**src/icache_fe_pkg.sv**
```systemverilog
package icache_fe_pkg;

  // Address widths
  localparam int VADDR_W = 12;
  localparam int PTAG_W  = 8;
  localparam int PADDR_W = PTAG_W + VADDR_W;

  localparam int INSTR_W = 32;
  localparam int BLOCK_W = 64;

  // Direct-mapped geometry
  localparam int SETS       = 16;
  localparam int INDEX_W    = $clog2(SETS);
  localparam int OFFSET_W   = $clog2(BLOCK_W / 8);
  localparam int BYTE_W     = $clog2(INSTR_W / 8);
  localparam int WORD_SEL_W = OFFSET_W - BYTE_W;
  localparam int CTAG_W     = PADDR_W - INDEX_W - OFFSET_W;

  // Fill beats from memory
  localparam int FILL_BEATS = 2;
  localparam int FILL_W     = BLOCK_W / FILL_BEATS;
  localparam int BEAT_W     = $clog2(FILL_BEATS);

  localparam int QUEUE_DEPTH = 8;
  localparam int QPTR_W      = $clog2(QUEUE_DEPTH);

  // Miss engine states
  localparam int UCE_STATE_W = 2;
  localparam logic [UCE_STATE_W-1:0] UCE_IDLE    = 2'd0;
  localparam logic [UCE_STATE_W-1:0] UCE_SEND    = 2'd1;
  localparam logic [UCE_STATE_W-1:0] UCE_COLLECT = 2'd2;
  localparam logic [UCE_STATE_W-1:0] UCE_FILL    = 2'd3;

  // Physical fetch address as queued and as seen by the cache
  typedef union packed {
    struct packed {
      logic [PTAG_W-1:0]  ptag;
      logic [VADDR_W-1:0] vaddr;
    } req;
    struct packed {
      logic [CTAG_W-1:0]     ctag;
      logic [INDEX_W-1:0]    index;
      logic [WORD_SEL_W-1:0] word_sel;
      logic [BYTE_W-1:0]     byte_off;
    } cache;
  } fetch_addr_u;

endpackage

```
**src/fetch_if.sv**
```systemverilog
`timescale 1ns/1ps

interface fetch_if
  import icache_fe_pkg::*;
();

  logic        v;
  fetch_addr_u entry;
  logic        yumi;
  // Retires the oldest entry
  logic        commit;
  // Read pointer back to commit pointer
  logic        roll;

  modport queue (
    output v
    , output entry
    , input  yumi
    , input  commit
    , input  roll
  );

  modport cache (
    input    v
    , input  entry
    , output yumi
    , output commit
    , output roll
  );

endinterface

```
**src/miss_if.sv**
```systemverilog
`timescale 1ns/1ps

interface miss_if
  import icache_fe_pkg::*;
();

  // Block-aligned miss address, held until req_yumi
  logic               req_v;
  logic [PADDR_W-1:0] req_addr;
  logic               req_yumi;
  logic               busy;

  // One-cycle write of a whole block
  logic               fill_v;
  logic [INDEX_W-1:0] fill_index;
  logic [CTAG_W-1:0]  fill_tag;
  logic [BLOCK_W-1:0] fill_data;
  logic               complete;

  modport cache (
    output req_v
    , output req_addr
    , input  req_yumi
    , input  busy
    , input  fill_v
    , input  fill_index
    , input  fill_tag
    , input  fill_data
    , input  complete
  );

  modport engine (
    input    req_v
    , input  req_addr
    , output req_yumi
    , output busy
    , output fill_v
    , output fill_index
    , output fill_tag
    , output fill_data
    , output complete
  );

endinterface

```
**src/fetch_replay_fifo.sv**
```systemverilog
`timescale 1ns/1ps

module fetch_replay_fifo
  import icache_fe_pkg::*;
(
  input    logic               clk_i
  , input  logic               arst_n_i

  , input  logic [VADDR_W-1:0] vaddr_i
  , input  logic [PTAG_W-1:0]  ptag_i
  , input  logic               vaddr_v_i
  , output logic               vaddr_ready_o

  , fetch_if.queue             fetch
);

  fetch_addr_u mem [QUEUE_DEPTH];

  // One extra bit on each pointer tells full from empty
  logic [QPTR_W:0] wptr_r;
  logic [QPTR_W:0] rptr_r;
  logic [QPTR_W:0] cptr_r;

  logic full;
  logic enq;

  // Space is measured against the commit pointer, not the read pointer
  assign full = (wptr_r[QPTR_W] != cptr_r[QPTR_W])
              && (wptr_r[QPTR_W-1:0] == cptr_r[QPTR_W-1:0]);

  assign vaddr_ready_o = ~full;
  assign enq           = vaddr_v_i & vaddr_ready_o;

  // Anything between read and write pointers is still to be presented
  assign fetch.v     = (rptr_r != wptr_r);
  assign fetch.entry = mem[rptr_r[QPTR_W-1:0]];

  always_ff @(posedge clk_i) begin
    if (enq) begin
      mem[wptr_r[QPTR_W-1:0]].req.ptag  <= ptag_i;
      mem[wptr_r[QPTR_W-1:0]].req.vaddr <= vaddr_i;
    end
  end

  always_ff @(posedge clk_i or negedge arst_n_i) begin
    if (!arst_n_i) begin
      wptr_r <= '0;
    end else if (enq) begin
      wptr_r <= wptr_r + 1'b1;
    end
  end

  always_ff @(posedge clk_i or negedge arst_n_i) begin
    if (!arst_n_i) begin
      cptr_r <= '0;
    end else if (fetch.commit) begin
      cptr_r <= cptr_r + 1'b1;
    end
  end

  // Rollback replays every uncommitted entry in order
  always_ff @(posedge clk_i or negedge arst_n_i) begin
    if (!arst_n_i) begin
      rptr_r <= '0;
    end else if (fetch.roll) begin
      rptr_r <= cptr_r;
    end else if (fetch.yumi) begin
      rptr_r <= rptr_r + 1'b1;
    end
  end

endmodule

```
**src/icache_fe_top.sv**
```systemverilog
`timescale 1ns/1ps

module icache_fe_top
  import icache_fe_pkg::*;
(
  input    logic               clk_i
  , input  logic               arst_n_i

  , input  logic [VADDR_W-1:0] vaddr_i
  , input  logic [PTAG_W-1:0]  ptag_i
  , input  logic               vaddr_v_i
  , output logic               vaddr_ready_o

  , output logic [INSTR_W-1:0] data_o
  , output logic               data_v_o

  , output logic [PADDR_W-1:0] mem_cmd_addr_o
  , output logic               mem_cmd_v_o
  , input  logic               mem_cmd_ready_and_i

  , input  logic [FILL_W-1:0]  mem_resp_data_i
  , input  logic               mem_resp_v_i
  , input  logic               mem_resp_last_i
  , output logic               mem_resp_ready_and_o
);

  fetch_if fetch ();
  miss_if  miss ();

  // Replaying request queue
  fetch_replay_fifo u_fifo (
    .clk_i          (clk_i)
    , .arst_n_i     (arst_n_i)
    , .vaddr_i      (vaddr_i)
    , .ptag_i       (ptag_i)
    , .vaddr_v_i    (vaddr_v_i)
    , .vaddr_ready_o(vaddr_ready_o)
    , .fetch        (fetch.queue)
  );

  icache_pipe u_pipe (
    .clk_i      (clk_i)
    , .arst_n_i (arst_n_i)
    , .fetch    (fetch.cache)
    , .miss     (miss.cache)
    , .data_o   (data_o)
    , .data_v_o (data_v_o)
  );

  // Block fills from memory
  icache_uce u_uce (
    .clk_i                 (clk_i)
    , .arst_n_i            (arst_n_i)
    , .miss                (miss.engine)
    , .mem_cmd_addr_o      (mem_cmd_addr_o)
    , .mem_cmd_v_o         (mem_cmd_v_o)
    , .mem_cmd_ready_and_i (mem_cmd_ready_and_i)
    , .mem_resp_data_i     (mem_resp_data_i)
    , .mem_resp_v_i        (mem_resp_v_i)
    , .mem_resp_last_i     (mem_resp_last_i)
    , .mem_resp_ready_and_o(mem_resp_ready_and_o)
  );

endmodule

```
**src/icache_pipe.sv**
```systemverilog
`timescale 1ns/1ps

module icache_pipe
  import icache_fe_pkg::*;
(
  input    logic               clk_i
  , input  logic               arst_n_i

  , fetch_if.cache             fetch
  , miss_if.cache              miss

  , output logic [INSTR_W-1:0] data_o
  , output logic               data_v_o
);

  logic [CTAG_W-1:0]  tag_mem  [SETS];
  logic [BLOCK_W-1:0] data_mem [SETS];
  logic [SETS-1:0]    valid_r;

  // Tag lookup stage
  logic                                    tl_v_r;
  fetch_addr_u                             tl_addr_r;
  logic [CTAG_W-1:0]                       tl_tag_r;
  logic                                    tl_valid_r;
  logic [BLOCK_W/INSTR_W-1:0][INSTR_W-1:0] tl_data_r;
  logic                                    tl_hit;
  logic                                    tl_miss;

  // Tag verify stage
  logic               tv_v_r;
  logic               tv_hit_r;
  logic [INSTR_W-1:0] tv_word_r;

  logic               miss_pend_r;
  logic               req_v_r;
  logic [PADDR_W-1:0] req_addr_r;
  logic               ready;

  // No new lookups between a miss and its completion
  assign ready      = ~miss_pend_r & ~miss.busy;
  assign fetch.yumi = fetch.v & ready;

  always_ff @(posedge clk_i) begin
    tl_addr_r  <= fetch.entry;
    tl_tag_r   <= tag_mem[fetch.entry.cache.index];
    tl_valid_r <= valid_r[fetch.entry.cache.index];
    tl_data_r  <= data_mem[fetch.entry.cache.index];
  end

  assign tl_hit  = tl_valid_r & (tl_tag_r == tl_addr_r.cache.ctag);
  // A lookup killed by a roll is not a miss
  assign tl_miss = tl_v_r & ~tl_hit & ~fetch.roll;

  always_ff @(posedge clk_i) begin
    tv_word_r <= tl_data_r[tl_addr_r.cache.word_sel];
    if (tl_miss) begin
      req_addr_r <= {tl_addr_r.cache.ctag, tl_addr_r.cache.index, {OFFSET_W{1'b0}}};
    end
  end

  always_ff @(posedge clk_i or negedge arst_n_i) begin
    if (!arst_n_i) begin
      tl_v_r   <= 1'b0;
      tv_v_r   <= 1'b0;
      tv_hit_r <= 1'b0;
    end else begin
      tl_v_r   <= fetch.yumi;
      tv_v_r   <= tl_v_r & ~fetch.roll;
      tv_hit_r <= tl_hit;
    end
  end

  always_ff @(posedge clk_i or negedge arst_n_i) begin
    if (!arst_n_i) begin
      miss_pend_r <= 1'b0;
      req_v_r     <= 1'b0;
    end else begin
      if (tl_miss) begin
        miss_pend_r <= 1'b1;
      end else if (miss.complete) begin
        miss_pend_r <= 1'b0;
      end
      if (tl_miss) begin
        req_v_r <= 1'b1;
      end else if (miss.req_yumi) begin
        req_v_r <= 1'b0;
      end
    end
  end

  // Fill writes tag and block together
  always_ff @(posedge clk_i) begin
    if (miss.fill_v) begin
      tag_mem[miss.fill_index]  <= miss.fill_tag;
      data_mem[miss.fill_index] <= miss.fill_data;
    end
  end

  always_ff @(posedge clk_i or negedge arst_n_i) begin
    if (!arst_n_i) begin
      valid_r <= '0;
    end else if (miss.fill_v) begin
      valid_r[miss.fill_index] <= 1'b1;
    end
  end

  assign data_o       = tv_word_r;
  assign data_v_o     = tv_v_r & tv_hit_r;
  assign fetch.commit = data_v_o;
  assign fetch.roll   = tv_v_r & ~tv_hit_r;

  assign miss.req_v    = req_v_r;
  assign miss.req_addr = req_addr_r;

endmodule

```
**src/icache_uce.sv**
```systemverilog
`timescale 1ns/1ps

module icache_uce
  import icache_fe_pkg::*;
(
  input    logic               clk_i
  , input  logic               arst_n_i

  , miss_if.engine             miss

  , output logic [PADDR_W-1:0] mem_cmd_addr_o
  , output logic               mem_cmd_v_o
  , input  logic               mem_cmd_ready_and_i

  , input  logic [FILL_W-1:0]  mem_resp_data_i
  , input  logic               mem_resp_v_i
  , input  logic               mem_resp_last_i
  , output logic               mem_resp_ready_and_o
);

  logic [UCE_STATE_W-1:0]            state_r;
  logic [UCE_STATE_W-1:0]            state_n;
  fetch_addr_u                       cmd_addr_r;
  logic [BEAT_W-1:0]                 beat_cnt_r;
  logic [FILL_BEATS-1:0][FILL_W-1:0] fill_buf_r;
  logic                              complete_r;
  logic                              beat;

  assign beat = mem_resp_v_i & mem_resp_ready_and_o;

  always_comb begin
    state_n = state_r;
    case (state_r)
      UCE_IDLE: begin
        if (miss.req_v) begin
          state_n = UCE_SEND;
        end
      end
      UCE_SEND: begin
        if (mem_cmd_ready_and_i) begin
          state_n = UCE_COLLECT;
        end
      end
      UCE_COLLECT: begin
        if (beat && mem_resp_last_i) begin
          state_n = UCE_FILL;
        end
      end
      UCE_FILL: begin
        state_n = UCE_IDLE;
      end
      default: begin
        state_n = UCE_IDLE;
      end
    endcase
  end

  always_ff @(posedge clk_i or negedge arst_n_i) begin
    if (!arst_n_i) begin
      state_r    <= UCE_IDLE;
      complete_r <= 1'b0;
      beat_cnt_r <= '0;
    end else begin
      state_r    <= state_n;
      // Complete follows the fill write by one cycle
      complete_r <= (state_r == UCE_FILL);
      if (miss.req_yumi) begin
        beat_cnt_r <= '0;
      end else if (beat) begin
        beat_cnt_r <= beat_cnt_r + 1'b1;
      end
    end
  end

  // First beat lands in the low word
  always_ff @(posedge clk_i) begin
    if (miss.req_yumi) begin
      cmd_addr_r <= miss.req_addr;
    end
    if (beat) begin
      fill_buf_r[beat_cnt_r] <= mem_resp_data_i;
    end
  end

  assign miss.req_yumi = (state_r == UCE_IDLE) & miss.req_v;
  assign miss.busy     = (state_r != UCE_IDLE) | complete_r;

  assign mem_cmd_addr_o       = cmd_addr_r;
  assign mem_cmd_v_o          = (state_r == UCE_SEND);
  assign mem_resp_ready_and_o = (state_r == UCE_COLLECT);

  assign miss.fill_v     = (state_r == UCE_FILL);
  assign miss.fill_index = cmd_addr_r.cache.index;
  assign miss.fill_tag   = cmd_addr_r.cache.ctag;
  assign miss.fill_data  = fill_buf_r;
  assign miss.complete   = complete_r;

endmodule

```
**config.mk**
```make
export PLATFORM = sky130hd
export DESIGN_NAME = icache_fe_top
export DESIGN_NICKNAME = d
export VERILOG_FILES = /design/src/icache_fe_pkg.sv /design/src/fetch_if.sv /design/src/miss_if.sv /design/src/fetch_replay_fifo.sv /design/src/icache_fe_top.sv /design/src/icache_pipe.sv /design/src/icache_uce.sv
export SDC_FILE = /design/constraint.sdc
export NUM_CORES = 2
export LEC_CHECK = 0
export BUFFER_PORTS_ARGS = -buffer_cell sky130_fd_sc_hd__buf_4
export CAP_MARGIN = 20
export CORE_ASPECT_RATIO = 1.25
export CORE_UTILIZATION = 56
export CTS_BUF_LIST = sky130_fd_sc_hd__clkbuf_16
export DETAILED_ROUTE_END_ITERATION = 8
export PLACE_DENSITY_LB_ADDON = 0.2
export SLEW_MARGIN = 20
export SYNTH_ARGS = -nofsm -noshare
export SYNTH_HDL_FRONTEND = slang
export SYNTH_SLANG_ARGS = --single-unit
```
**constraint.sdc**
```tcl
create_clock -name clk_i -period 6.54 [get_ports clk_i]
set_input_delay 0.981 -clock clk_i [delete_from_list [all_inputs] [get_ports clk_i]]
set_output_delay 0.981 -clock clk_i [all_outputs]
set_load 0.01 [all_outputs]
```
# After elaboration in Yosys (flattened, before gate mapping)
# Memories as Yosys holds them, arrays and structs flattened. A register that Yosys moved wholly into a read port is not among the register bits.
# Index checks and enable logic that the tools add are counted.
# totals
elab_cells	97
ramBits	1392
reg_bits	188
n_memories	3
input_bits	58
# classes
n_reduce_logical	11
muxes	25
magnitude_cmp	6
bitwise_logic	19
add_sub_neg	4
n_eq_ne	10
# memory_table
name	words	word_bits	read_ports	rd_clocked_by_memory_dff	wr	line_no	text
u_pipe.data_mem	16	64	1	1	1	icache_pipe.sv:17	logic [BLOCK_W-1:0] data_mem [SETS];
u_pipe.tag_mem	16	13	1	1	1	icache_pipe.sv:16	logic [CTAG_W-1:0] tag_mem [SETS];
u_fifo.mem	8	20	1	0	1	fetch_replay_fifo.sv:17	fetch_addr_u mem [QUEUE_DEPTH];
# op_table
op	n
$mux W32	3
$bwmux W64	1
$demux W32 S1	1
$or A16 B16 Y16	1
$eq A13 B13 Y1	1
$add A4 B1 Y4 const B	3
$mux W1	12
$and A1 B1 Y1	11
$lt A4 B5 Y1 const B	2
$reduce_bool A2 Y1	5
$mux W4	2
$pmux W2 S4	1
$mux W2	3
$not A1 Y1	6
$bmux W1 S4	1
$demux W1 S4	1
$eq A2 B2 Y1 const B	2
$ge A4 B1 Y1 const B	1
$logic_and A1 B1 Y1	4
$lt A1 B2 Y1 const B	2
$ne A2 B2 Y1 const B	2
$ne A4 B4 Y1	1
$eq A3 B3 Y1	1
$reduce_and A3 Y1	1
7 further kinds	7

# Longest topological paths before layout
# logic_depth
ltp_word	7
ltp_mapped	10
mapped_depth_nobuf	7

# By module
# A second synthesis with hierarchy kept.
# unflattened
cells_unflattened	2590
hier_area_um2	60281.6
# by_module_without_submodules
mod	area_each_um2	seq_area_each_um2	cells_per_inst	n_inst
icache_pipe	50532.2	40593.9	2161	1
fetch_replay_fifo	6836.6	5104.9	302	1
icache_uce	2912.8	2622.5	127	1

# Worst setup path before layout
# OpenSTA, ideal clock, no wires.
# synth_timing
path_type	reg-to-reg
startpoint	register u_uce.state_r[0]
endpoint	register u_pipe.valid_r[0]
setup_time_ns	0.098
setup_slack_ns	-0.463
period_less_slack_ns	7.003
arrival_time_ns	6.905
required_time_ns	6.442
n_path_buf	0
path_stages_with_launch	5
cell_sequence	dfrtp_1 > ha_1 > or3b_2 > nor3_1 > or2_2
# synth_via
elab_chain_len	1
# synth_lines
element	line_no	text
from (decl)	icache_uce.sv:21	logic [UCE_STATE_W-1:0] state_r;
from (signal assigned)	icache_uce.sv:64	state_r <= state_n;
$eq A2 B2 Y1	icache_uce.sv:92	assign miss.fill_v = (state_r == UCE_FILL);
net miss.fill_v	miss_if.sv:14	logic fill_v;
to (signal assigned)	icache_pipe.sv:101	valid_r <= '0;
to (signal, indexed assignment)	icache_pipe.sv:103	valid_r[miss.fill_index] <= 1'b1;
to (decl)	icache_pipe.sv:18	logic [SETS-1:0] valid_r;
# The timed path passes the listed nets, and every way through them passes these cells.
# A chain may end at the register's enable or synchronous reset.

==> summary.md <==
| Metric | Value |
|---|---|
| Status | complete, no violations |
| DRT iter0 DRCs | 4197 |
| Area Overhead vs Synth | 11.6% |
| # resized after CTS | 0 |
| Leakage power | 23.7 nW |
| Tot GR Track Use | 0.267 |
| M1 GR Usage | 0.356 |
| Final Cycle Share | 0.594 |
| Non-Filler Instances | 6032 |
| Overflow after GRT | 0 |
| Vias post-DR | 35700 |
| Post-route antenna net violation count | 0 |
| DR vias/cell | 5.91 |
| Leading area contributor after synthesis | edfxtp_1 |
| I/O pin count | 114 |
| HP Class | in -> async |
| Port Buffer Count | 108 |
| Number of global-route vias before repair | 34800 |
| DP Worst Slack | 2550 ps |
| Routed Wire Length | 147 mm |
| Number of buffers created by CTS | 155 |
| Clock Skew | 27.6 ps |
| Starting Density | 0.565 |
| Cell Pwr Density | 461 nW/µm² |
| RSZ-0062 raised after global routing | false |
| Post-layout utilization of the core | 0.631 |
| Ys Warns | 0 |
| Syn Inst Count | 4394 |
| Detailed Routing Iterations Pass 1 | 5 |
| DIE WIDTH | 298 µm |
| Crit Path Category | reg -> reg |
| Slew Viols, Final | 0 |
| Fill count | 7815 |
| Commonest non-fill, non-tap cell in the layout | edfxtp_1 |
| Data arrival, critical path | 4600 ps |
| Max Cap Violations | 0 |
| Die height | 372 µm |
| Largest cells by area after synthesis | edfxtp_1, nand2_1, nand3_1, dfxtp_1, dfrtp_1 |
| Routed length per instance | 24.3 µm |
| Critical Path Fanout Max | 57 |
| Final Hold Fails | 0 |
| Power Total | 31.5 mW |
| Initial antenna violation count | 13 |
| Clk slew on worst S/H paths | 60 ps |
| Nets | 4527 |
| Pin count of the biggest net entering global routing | 221 |
| CTS tree | built |
| Crit end category | flop |
| Worst skew pair latency | 790 ps |
| Core Region | 108000 µm² |
| Post-DP HPWL | 67.9 mm |
| Dpl cells | 5743 |
| Critical Path Start Type | flop |
| CTS root buf | clkbuf_16 |
| Setup ws final | 2660 ps |
| Tmin final | 3880 ps |
| Seq/Total Area, Yosys | 0.780 |
| Yosys cell types | 42 |
| Cts hold-fix bufs | 0 |
| Yosys reg bits | 1639 |
| Max-slew headroom | 0.256 |
| DRC Markers | 0 |
| Share of layout cells above drive strength 1 | 0.113 |
| Post-route cell area | 68300 µm² |
| Site row count | 135 |
| First-pass GRT wire length | 216 mm |
| Area after DPL | 63500 µm² |
| Die Footprint | 111000 µm² |
| Clk buf depth | 3 |
| M3 GR Usage | 0.0539 |
| # clock sinks | 1639 |
| Commonest cells after routing, fill and taps aside | edfxtp_1, nand2_1, nand3_1 |
| Post-Syn Area | 61200 µm² |
| Grt met2 use | 0.440 |
| Slew @ Worst Pin | 1120 ps |
| Setup TNS | 0 ps |
| Grt peak-use layer | met2 |
| Max H-tree Level | 4 |
| RePlAce Congestion | 0.735 |
| Final setup viols | 0 |
| WHS | 168 ps |
| Mean post-synth cell area | 13.9 µm² |
| VDD IR max | 605 µV |
| WP data required | 7260 ps |
| FMAX | 257 MHz |
| Postcts setup bufs | 0 |
| Top cell type's share of synthesized area | 0.723 |
worst max-delay path, stage by stage, from the launching register on:
cell and delay, ps:
dfrtp_2 800, buf_4 500, mux4_2 550, mux2_4 350, nor2_4 750, buf_12 440, nand3_1 170, nand4_1 140
registers in the layout (all words and copies together) (netlist names), 13 cells and up:
signal	cells
u_pipe.data_o	32
u_pipe.tl_tag_r	13
u_pipe.tl_addr_r	18
u_fifo.mem	144
u_pipe.tag_mem	208
u_pipe.tl_data_r	64
u_pipe.data_mem	1024
u_uce.miss.fill_data	64
u_pipe.valid_r	16
u_pipe.miss.req_addr	17
u_uce.mem_cmd_addr_o	17
Yosys cell counts, drive strengths merged:
cell type / number
edfxtp: 1474
nand2: 1260
nand3: 938
buf: 163
dfxtp: 128
clkbuf: 99
nand4: 83
mux2: 50
dfrtp: 37
mux4: 36
nor2: 22
or2: 16
xnor2: 16
xor2: 15
ha: 7
inv: 7
nand2b: 7
nor3: 7
o21ai: 6
and2: 5
nor2b: 4
mux2i: 3
nand3b: 2
nor4: 2
a21oi: 1
a221oi: 1
and3: 1
conb: 1
nor4b: 1
o32a: 1
or3b: 1
routing by layer:
| metal | routed length [µm] | share of wire | up-vias |
|---|---|---|---|
| met1 | 58800 | 0.40 | 17900 |
| met2 | 71000 | 0.48 | 1503 |
| met5 | 80 | 0.00055 | - |
| li1 | - | - | 16000 |
| met4 | 3990 | 0.027 | 14 |
| met3 | 12700 | 0.087 | 253 |
final cells by class:
cell class              instances  area [µm²]  share of cell area
repair buffers                171        1520              0.0223
diodes                          2        5.00           0.0000733
clock buffers                 158        3950              0.0579
inverters                       7        41.3            0.000605
well taps                    1438        1800              0.0263
flip-flops and latches       1639       47800               0.699
multi-input cells            2488       12400               0.181
clock inverters               129         847              0.0124
power breakdown:
part           leakage, nW  switching [mW]  internal, mW  total (mW)
registers             14.8           0.605          12.6        13.2
clock network         2.48            3.82          4.65        8.47
logic                 6.43            6.80          2.99        9.79
total                 23.7            11.2          20.3        31.5
final timing paths:
check                               startpoint  cells past startpoint  slack, ps                        to
max                           u_fifo.rptr_r[0]                      7       2660      u_pipe.tl_data_r[19]
max in group asynchronous             arst_n_i                      1       6010          u_fifo.rptr_r[0]
min reg2reg                u_pipe.tl_addr_r[3]                      0        410   u_pipe.miss.req_addr[3]
min                                   arst_n_i                      1        170        u_pipe.miss_pend_r
max reg2reg                   u_fifo.rptr_r[0]                      7       2660      u_pipe.tl_data_r[19]
min in group clk_i          mem_resp_data_i[0]                      1        390  u_uce.miss.fill_data[32]
logic make-up (layout without fill, tap and decap cells):
kind of cell               count (synthesis)  after routing  share of synthesized area
other                                      1              5                  0.0000613
buffers and inverters                    269            465                     0.0207
AOI/OAI and AO/OA                          9              9                   0.000879
and+or+nand+nor                         2349           2349                      0.169
DFF                                     1639           1639                      0.780
xor gates and xnor gates                  31             31                    0.00444
muxes                                     89             89                     0.0233
adders and majority gates                  7              7                    0.00143
No activity file was read; power rests on OpenSTA's default activity.
